$ cat src/fpu_buf_pkg.sv
package fpu_buf_pkg;

	localparam int BUF_COLS = 64; // words or bytes per row
	localparam int BUF_ROWS = 8;
	localparam int COL_W = $clog2(BUF_COLS);
	localparam int ROW_W = $clog2(BUF_ROWS);

	typedef logic [63:0] word_t; // input buffer word

	// row sits above column in both buffers
	typedef logic [ROW_W+COL_W-1:0] in_addr_t;
	typedef logic [ROW_W+COL_W-1:0] out_addr_t;

endpackage

$ cat src/fpu_mem_pkg.sv
package fpu_mem_pkg;

	localparam int CL_BYTES = 64; // bytes per cache line
	localparam int CL_BITS = CL_BYTES * 8;

	typedef logic [31:0] addr_t; // dram byte address
	typedef logic [CL_BITS-1:0] cl_t; // byte 0 in the top 8 bits
	typedef logic [7:0] byte_t;
	typedef logic [16:0] dim_t; // width or height count
	typedef logic [7:0] lines_t; // lines per request

	localparam lines_t LINES_PER_ROW = 8; // one fetched row is 512 bytes

	// lines needed to cover a row of the given width in bytes
	function automatic lines_t lines_for_width(dim_t width);
		dim_t full;
		dim_t part;
		full = width >> $clog2(CL_BYTES);
		part = dim_t'(|width[$clog2(CL_BYTES)-1:0]);
		return lines_t'(full + part);
	endfunction

endpackage

$ cat src/dram_port_arb.sv
`timescale 1ns/1ns

module dram_port_arb (
	input  logic clk,
	input  logic rst_n,
	input  logic fetch_request,
	input  fpu_mem_pkg::addr_t fetch_addr,
	input  logic fetch_fpu_ready,
	input  logic pack_request,
	input  fpu_mem_pkg::addr_t pack_addr,
	input  fpu_mem_pkg::lines_t pack_size,
	input  logic pack_fpu_ready,
	input  fpu_mem_pkg::cl_t pack_write_data,
	input  logic dram_ready,
	input  logic request_done,
	output logic fetch_dram_ready,
	output logic fetch_done,
	output logic pack_dram_ready,
	output logic pack_done,
	output logic dram_request,
	output fpu_mem_pkg::addr_t dram_addr,
	output logic dram_rd_wr,
	output fpu_mem_pkg::lines_t dram_size,
	output logic fpu_ready,
	output fpu_mem_pkg::cl_t dram_write_data
);
	import fpu_mem_pkg::*;

	logic granted;
	logic owner; // 1 = pack, kept after release as last owner
	logic fetch_pend;
	logic pack_pend;
	logic fetch_want;
	logic pack_want;
	logic pick;
	logic issue;
	logic sel;

	assign fetch_want = fetch_request || fetch_pend;
	assign pack_want = pack_request || pack_pend;
	assign pick = (fetch_want && pack_want) ? ~owner : pack_want; // alternate on a tie
	assign issue = !granted && (fetch_want || pack_want);
	assign sel = granted ? owner : pick;

	assign dram_request = issue;
	assign dram_addr = sel ? pack_addr : fetch_addr;
	assign dram_rd_wr = sel;
	assign dram_size = sel ? pack_size : LINES_PER_ROW;
	assign dram_write_data = pack_write_data; // only pack writes

	assign fpu_ready = granted && (owner ? pack_fpu_ready : fetch_fpu_ready);
	assign fetch_dram_ready = granted && !owner && dram_ready;
	assign pack_dram_ready = granted && owner && dram_ready;
	assign fetch_done = granted && !owner && request_done;
	assign pack_done = granted && owner && request_done;

	always_ff @(posedge clk, negedge rst_n) begin
		if (!rst_n) begin
			granted <= 1'b0;
			owner <= 1'b1; // fetch wins the first tie
			fetch_pend <= 1'b0;
			pack_pend <= 1'b0;
		end else begin
			if (issue) begin
				granted <= 1'b1;
				owner <= pick;
			end else if (granted && request_done) begin
				granted <= 1'b0;
			end
			// a loser keeps waiting for the next free cycle
			fetch_pend <= fetch_want && !(issue && !pick);
			pack_pend <= pack_want && !(issue && pick);
		end
	end

endmodule

$ cat src/fpu_request_ctrl.sv
`timescale 1ns/1ns

module fpu_request_ctrl (
	input  logic clk,
	input  logic rst_n,
	input  logic fetch_start,
	input  fpu_mem_pkg::addr_t fetch_addr,
	input  fpu_mem_pkg::addr_t fetch_stride,
	input  fpu_mem_pkg::dim_t fetch_rows,
	output logic fetch_busy,
	input  logic store_start,
	input  fpu_mem_pkg::addr_t store_addr,
	input  fpu_mem_pkg::dim_t store_width,
	input  fpu_mem_pkg::dim_t store_rows,
	output logic store_busy,
	output logic dram_request,
	output fpu_mem_pkg::addr_t dram_addr,
	output logic dram_rd_wr,
	output fpu_mem_pkg::lines_t dram_size,
	input  logic dram_ready,
	output logic fpu_ready,
	output fpu_mem_pkg::cl_t dram_write_data,
	input  fpu_mem_pkg::cl_t dram_read_data,
	input  logic request_done,
	output logic in_wr_en,
	output fpu_buf_pkg::in_addr_t in_wr_addr,
	output fpu_buf_pkg::word_t in_wr_data,
	output fpu_buf_pkg::out_addr_t out_rd_addr,
	input  fpu_mem_pkg::byte_t out_rd_data
);
	import fpu_mem_pkg::*;

	logic f_request;
	addr_t f_addr;
	logic f_fpu_ready;
	logic f_dram_ready;
	logic f_done;
	logic p_request;
	addr_t p_addr;
	lines_t p_size;
	logic p_fpu_ready;
	cl_t p_write_data;
	logic p_dram_ready;
	logic p_done;

	line_fetch u_fetch (
		.clk(clk),
		.rst_n(rst_n),
		.fetch_start(fetch_start),
		.fetch_addr(fetch_addr),
		.fetch_stride(fetch_stride),
		.fetch_rows(fetch_rows),
		.dram_ready(f_dram_ready),
		.request_done(f_done),
		.read_data(dram_read_data), // no routing needed for reads
		.fetch_busy(fetch_busy),
		.request(f_request),
		.addr(f_addr),
		.fpu_ready(f_fpu_ready),
		.in_wr_en(in_wr_en),
		.in_wr_addr(in_wr_addr),
		.in_wr_data(in_wr_data)
	);

	line_pack u_pack (
		.clk(clk),
		.rst_n(rst_n),
		.store_start(store_start),
		.store_addr(store_addr),
		.store_width(store_width),
		.store_rows(store_rows),
		.dram_ready(p_dram_ready),
		.request_done(p_done),
		.out_rd_data(out_rd_data),
		.store_busy(store_busy),
		.request(p_request),
		.addr(p_addr),
		.size(p_size),
		.fpu_ready(p_fpu_ready),
		.write_data(p_write_data),
		.out_rd_addr(out_rd_addr)
	);

	dram_port_arb u_arb (
		.clk(clk),
		.rst_n(rst_n),
		.fetch_request(f_request),
		.fetch_addr(f_addr),
		.fetch_fpu_ready(f_fpu_ready),
		.pack_request(p_request),
		.pack_addr(p_addr),
		.pack_size(p_size),
		.pack_fpu_ready(p_fpu_ready),
		.pack_write_data(p_write_data),
		.dram_ready(dram_ready),
		.request_done(request_done),
		.fetch_dram_ready(f_dram_ready),
		.fetch_done(f_done),
		.pack_dram_ready(p_dram_ready),
		.pack_done(p_done),
		.dram_request(dram_request),
		.dram_addr(dram_addr),
		.dram_rd_wr(dram_rd_wr),
		.dram_size(dram_size),
		.fpu_ready(fpu_ready),
		.dram_write_data(dram_write_data)
	);

endmodule

$ cat src/line_fetch.sv
`timescale 1ns/1ns

module line_fetch (
	input  logic clk,
	input  logic rst_n,
	input  logic fetch_start,
	input  fpu_mem_pkg::addr_t fetch_addr,
	input  fpu_mem_pkg::addr_t fetch_stride,
	input  fpu_mem_pkg::dim_t fetch_rows,
	input  logic dram_ready,
	input  logic request_done,
	input  fpu_mem_pkg::cl_t read_data,
	output logic fetch_busy,
	output logic request,
	output fpu_mem_pkg::addr_t addr,
	output logic fpu_ready,
	output logic in_wr_en,
	output fpu_buf_pkg::in_addr_t in_wr_addr,
	output fpu_buf_pkg::word_t in_wr_data
);
	import fpu_mem_pkg::*;
	import fpu_buf_pkg::*;

	typedef enum logic [2:0] {
		F_IDLE,
		F_REQ,
		F_WAIT_LINE,
		F_UNPACK,
		F_WAIT_DONE
	} fetch_state_e;

	fetch_state_e state;

	addr_t stride;
	dim_t rows_left;
	logic [ROW_W-1:0] buf_row;
	logic [COL_W-1:0] col_base; // first column of the current line
	logic [2:0] word_cnt;
	logic done_seen;
	logic beat;
	logic row_done;
	cl_t line;

	assign fetch_busy = state != F_IDLE;
	assign request = state == F_REQ;
	assign fpu_ready = state == F_WAIT_LINE;
	assign beat = fpu_ready && dram_ready;
	assign row_done = request_done || done_seen;

	always_ff @(posedge clk, negedge rst_n) begin
		if (!rst_n) begin
			state <= F_IDLE;
			addr <= '0;
			stride <= '0;
			rows_left <= '0;
			buf_row <= '0;
			col_base <= '0;
			word_cnt <= '0;
			done_seen <= 1'b0;
			in_wr_en <= 1'b0;
		end else begin
			in_wr_en <= 1'b0;
			case (state)
				F_IDLE: if (fetch_start && fetch_rows != '0) begin
					state <= F_REQ;
					addr <= fetch_addr;
					stride <= fetch_stride;
					rows_left <= fetch_rows;
					buf_row <= '0;
				end
				F_REQ: begin
					state <= F_WAIT_LINE;
					col_base <= '0;
				end
				F_WAIT_LINE: if (beat) begin
					state <= F_UNPACK;
					word_cnt <= '0;
				end
				F_UNPACK: begin
					in_wr_en <= 1'b1;
					word_cnt <= word_cnt + 3'd1;
					if (&word_cnt) begin // last word of the line
						col_base <= col_base + COL_W'(8);
						if (col_base == COL_W'(BUF_COLS - 8))
							state <= F_WAIT_DONE;
						else
							state <= F_WAIT_LINE;
					end
				end
				F_WAIT_DONE: if (row_done) begin
					if (rows_left == dim_t'(1)) begin
						state <= F_IDLE;
					end else begin
						state <= F_REQ;
						addr <= addr + stride;
						rows_left <= rows_left - dim_t'(1);
						buf_row <= buf_row + 1'b1;
					end
				end
				default: state <= F_IDLE;
			endcase

			// done may arrive while the last line is still unpacking
			if (state == F_REQ)
				done_seen <= 1'b0;
			else if (request_done)
				done_seen <= 1'b1;
		end
	end

	always_ff @(posedge clk) begin
		if (beat)
			line <= read_data;
		else if (state == F_UNPACK)
			line <= line << $bits(word_t); // msw first
		in_wr_data <= line[$bits(cl_t)-1 -: $bits(word_t)];
		in_wr_addr <= {buf_row, col_base + COL_W'(word_cnt)};
	end

endmodule

$ cat src/line_pack.sv
`timescale 1ns/1ns

module line_pack (
	input  logic clk,
	input  logic rst_n,
	input  logic store_start,
	input  fpu_mem_pkg::addr_t store_addr,
	input  fpu_mem_pkg::dim_t store_width,
	input  fpu_mem_pkg::dim_t store_rows,
	input  logic dram_ready,
	input  logic request_done,
	input  fpu_mem_pkg::byte_t out_rd_data,
	output logic store_busy,
	output logic request,
	output fpu_mem_pkg::addr_t addr,
	output fpu_mem_pkg::lines_t size,
	output logic fpu_ready,
	output fpu_mem_pkg::cl_t write_data,
	output fpu_buf_pkg::out_addr_t out_rd_addr
);
	import fpu_mem_pkg::*;
	import fpu_buf_pkg::*;

	typedef enum logic [2:0] {
		P_IDLE,
		P_REQ,
		P_LOAD,
		P_OFFER,
		P_WAIT_DONE
	} pack_state_e;

	pack_state_e state;

	lines_t lines;
	lines_t lines_sent;
	dim_t rows_left;
	logic [ROW_W-1:0] rd_row;
	logic [COL_W-1:0] rd_col;
	logic [$clog2(CL_BYTES):0] load_cnt; // top bit set after 64 reads
	logic done_seen;
	logic beat;
	logic row_done;

	assign store_busy = state != P_IDLE;
	assign request = state == P_REQ;
	assign fpu_ready = state == P_OFFER;
	assign size = lines;
	assign out_rd_addr = {rd_row, rd_col};
	assign beat = fpu_ready && dram_ready;
	assign row_done = request_done || done_seen;

	always_ff @(posedge clk, negedge rst_n) begin
		if (!rst_n) begin
			state <= P_IDLE;
			addr <= '0;
			lines <= '0;
			lines_sent <= '0;
			rows_left <= '0;
			rd_row <= '0;
			rd_col <= '0;
			load_cnt <= '0;
			done_seen <= 1'b0;
		end else begin
			case (state)
				P_IDLE: if (store_start && store_width != '0 && store_rows != '0) begin
					state <= P_REQ;
					addr <= store_addr;
					lines <= lines_for_width(store_width);
					rows_left <= store_rows;
					rd_row <= '0;
				end
				P_REQ: begin
					state <= P_LOAD;
					load_cnt <= '0;
					rd_col <= '0;
					lines_sent <= '0;
				end
				P_LOAD: begin
					load_cnt <= load_cnt + 1'b1;
					if (!load_cnt[$clog2(CL_BYTES)])
						rd_col <= rd_col + 1'b1; // wraps back to col 0
					else
						state <= P_OFFER;
				end
				P_OFFER: if (beat) begin
					lines_sent <= lines_sent + lines_t'(1);
					if (lines_sent == lines - lines_t'(1)) begin
						state <= P_WAIT_DONE;
					end else begin
						state <= P_LOAD;
						load_cnt <= '0;
					end
				end
				P_WAIT_DONE: if (row_done) begin
					if (rows_left == dim_t'(1)) begin
						state <= P_IDLE;
					end else begin
						state <= P_REQ;
						addr <= addr + addr_t'(lines) * CL_BYTES;
						rows_left <= rows_left - dim_t'(1);
						rd_row <= rd_row + 1'b1;
					end
				end
				default: state <= P_IDLE;
			endcase

			if (state == P_REQ)
				done_seen <= 1'b0;
			else if (request_done)
				done_seen <= 1'b1;
		end
	end

	// first data lands one cycle after the first address
	always_ff @(posedge clk) begin
		if (state == P_LOAD && load_cnt != '0)
			write_data <= (write_data << $bits(byte_t)) | cl_t'(out_rd_data);
	end

endmodule

$ cat config.mk
export PLATFORM = sky130hd
export DESIGN_NAME = fpu_request_ctrl
export DESIGN_NICKNAME = d
export VERILOG_FILES = /design/src/fpu_buf_pkg.sv /design/src/fpu_mem_pkg.sv /design/src/dram_port_arb.sv /design/src/fpu_request_ctrl.sv /design/src/line_fetch.sv /design/src/line_pack.sv
export SDC_FILE = /design/constraint.sdc
export NUM_CORES = 2
export LEC_CHECK = 0
export BUFFER_PORTS_ARGS = -buffer_cell sky130_fd_sc_hd__buf_4
export CORE_AREA = 5 5 504 506
export CTS_BUF_LIST = sky130_fd_sc_hd__clkbuf_8
export DETAILED_ROUTE_END_ITERATION = 7
export DIE_AREA = 0 0 509 511
export GPL_TIMING_DRIVEN = 0
export MAX_ROUTING_LAYER = met4
export PLACE_DENSITY_LB_ADDON = 0.15
export SYNTH_ARGS = -nofsm -noshare
export SYNTH_HDL_FRONTEND = slang
export SYNTH_SLANG_ARGS = --single-unit
$ cat constraint.sdc
create_clock -name clk -period 37 [get_ports clk]
set_input_delay 3.7 -clock clk [delete_from_list [all_inputs] [get_ports clk]]
set_output_delay 3.7 -clock clk [all_outputs]
set_load 0.005 [all_outputs]
==> results_dict.tcl <==
set metrics [dict create \
    wire_per_inst_um 25.7 \
    antenna_found_initial 121 \
    nNetsFinal 6318 \
    grt_usage_pct 17.9 \
    start_kind "flip-flop" \
    area_delta_synth_final_pct 39.8 \
    fill_cells 26400 \
    ys_seq_elements 1281 \
    cts_tree "yes" \
    die_x_um 509 \
    seq_area_um2 36800 \
    ant_nets 0 \
    ys.warnings.count 0 \
    num_rows 184 \
    clock-skew-final_ns 0.102 \
    finalCritPeriodShare_pct 21.6 \
    drive_gt1_share_pct 31.3 \
    grt_pass1_vias 37600 \
    numCtsBuffers 275 \
    first_pass_iters 6 \
    ctsResizeCount 0 \
    dieArea_um2 260000 \
    synth_cells 3967 \
    grtUsageMet1_pct 20.4 \
    drc 0 \
    hold_viol_final 0 \
    max_freq_mhz 125 \
    grt.busiest_layer "met2" \
    ioPinCount 1313 \
    critPathKind "flip-flop to primary output" \
    routed_wl_mm 236 \
    overflow 0 \
    period_needed_ns 7.98 \
    gp_congestion 0.896 \
    critPathCaptureType "primary output" \
    maxSlewViolCount 2 \
    layout.cells.non_filler 9197 \
    place_hpwl_mm 191 \
    met2_usage_pct 29.2 \
    synth_edf_count 1024 \
    maxCapViolCount 1 \
    avgSynthCellArea_um2 12.6 \
    netlist_area_um2 49900 \
    path_max_fanout 10 \
    num_vias 36800 \
    relSlewSlack_pct -6.87 \
    setup_viol 0 \
    h-tree-depth 5 \
    min_path_type "flip-flop to flip-flop" \
    die_y_um 511 \
    cp.required_ns 33.30 \
    core_um2 250000 \
    tightest_slew_ns 1.59 \
    ys.flop_type "edfxtp_1" \
    cts.path.max_buffers 4 \
    grtUsageMet3_pct 6.64 \
    clk_latency_ns 1.03 \
    vdd.ir_drop.worst_uv 30.6 \
    finalSetupTns_ns 0 \
    crit_arrival_ns 4.28 \
    port_buffers 1312 \
    status "complete, but fails checks" \
    yosysSeqAreaShare_pct 73.8 \
    cts-root-buf "clkbuf_8" \
    clk_pin_slew_ns 0.06 \
    grt_setup_unrepaired "false" \
    start_util_pct 20.0 \
    hold_buffers 0 \
    synth_nets 4697 \
    p_leak_uw 0.0288 \
    multi_input_area_um2 12200 \
    grt_first_pass_wirelength_mm 314 \
    dr.first_iter.drc_count 2864 \
    postCtsSetupBuffers 0 \
    grt_max_degree 100 \
    synthArstFlopShare_pct 14.4 \
    vias_per_cell 4.00 \
    power.density_nw_per_um2 73.6 \
    place_inst 8659 \
    failed_checks "capacitance limit, slew limit" \
    synth.distinct_cells 81 \
    clock_sinks 1281 \
]
## metrics by stage
step           setup slack (ns)  hold slack, ns  utilization [%]  power (µW)  instance area, µm²
3_3_place_gp              -5.75           0.326             25.6        4200               63900
3_5_place_dp              28.03           0.327             25.9        3770               64700
6_report                  29.02           0.314             27.9        5130               69700
2_1_floorplan              7.25           0.323                -        3200               49900
4_1_cts                   28.97           0.324             27.9        5220               69500
5_1_grt                   28.93           0.325             27.9        5420               69700
## cells by family after synthesis
family | share of synthesized area (%)
mux | 1.77
flops | 73.8
simple gates | 15.4
xor+xnor | 1.05
compound gates | 4.77
fa+ha+maj | 1.46
buf+inv | 1.71
## power breakdown
part	total, µW	internal [µW]	switching, µW
combinational	1350	563	785
clock	1410	746	661
sequential	2380	2140	238
## layer usage
layer  share of wire [%]  routed length, µm
met1                  39              92200
met2                  48             114000
met3                 9.2              21600
met4                 3.4               8090
met5                   0                  0
## final timing paths
check / from / to / slack (ns) / cells after the start
worst max register to register: u_arb.owner / u_fetch.line[413] / 30.54 / 12
worst min register to register: u_fetch.line[493] / u_fetch.in_wr_data[45] / 0.31 / 0
min in group asynchronous: rst_n / u_pack.rd_row[0] / 2.71 / 1
max in group asynchronous: rst_n / u_fetch.col_base[3] / 33.20 / 2
worst min-delay path: u_fetch.line[493] / u_fetch.in_wr_data[45] / 0.31 / 0
worst max-delay path: u_arb.owner / dram_addr[4] / 29.02 / 6
## placed cells by master (no fill, tap or decap), types with 17 or more instances in the layout
cell      netlist  final
clkbuf_8        5    295
nand3_1        50     50
clkinv_2        0     25
edfxtp_1     1024   1024
o21ai_0       111    111
dfrtp_1       183    183
xor2_1         28     28
xnor2_1        32     32
buf_2          21     21
clkbuf_1      147    146
buf_4           2   1313
and3_1         19     19
a31oi_1        24     23
clkinv_1        0     41
a21oi_1       147    147
mux2_2         73     73
nor3_1         30     29
a21o_1         24     24
inv_1          27    114
and2_1         79     79
ha_1           55     55
diode_2         0     79
dfxtp_1        73     73
nand2_1      1495   1494
nor4_1         17     17
nor2_1        138    138
## Yosys cell counts (all sizes together), types with 4 or more instances
cell type,instances,area share (%)
nand2,1495,11
edfxtp,1024,62
dfrtp,183,9.2
clkbuf,153,1.3
a21oi,149,1.5
nor2,138,1.0
o21ai,114,1.2
and2,80,1.0
dfxtp,73,2.9
mux2,73,1.6
ha,55,1.4
nand3,50,0.50
nor3,32,0.35
xnor2,32,0.56
xor2,28,0.49
inv,27,0.20
a21o,24,0.36
a31oi,24,0.30
buf,24,0.25
and3,20,0.25
nor4,17,0.21
o22ai,14,0.18
nand2b,13,0.16
or3,11,0.18
o31ai,9,0.14
o211ai,7,0.11
mux2i,6,0.12
nand4,6,0.075
nor2b,6,0.075
o21a,5,0.075
o21bai,5,0.075
and4,4,0.070
o32ai,4,0.085
or2,4,0.050
## critical path, stage by stage (launching register included)
cell and delay [ns]:
dfstp_2 0.51, clkbuf_1 0.70, nor2_1 0.45, a21oi_1 0.65, buf_2 0.45, mux2_2 0.40, buf_4 0.14
## area by class of cell
cell class	instances	area share [%]
sequential	1281	52.8
multi-input combinational	2482	17.6
timing repair buffer	1344	15.2
tap	3348	6.01
clock buffer	290	5.72
clock inverter	169	1.18
buffer	177	1.08
antenna	79	0.283
inverter	27	0.145
## flip-flops by register name (all words and copies together), names as in the netlist, 3 cells and up
name,count
u_pack.lines_sent,8
u_fetch.buf_row,3
u_fetch.state,3
u_fetch.word_cnt,3
u_fetch.line,512
u_pack.write_data,512
u_fetch.rows_left,17
u_fetch.in_wr_data,64
u_pack.load_cnt,7
u_fetch.col_base,3
u_fetch.stride,32
u_pack.size,8
u_pack.rd_col,6
u_pack.addr,32
u_pack.rd_row,3
u_pack.state,3
u_fetch.in_wr_addr,9
u_pack.rows_left,17
u_fetch.addr,32
Power figures use the tool's default switching activity.
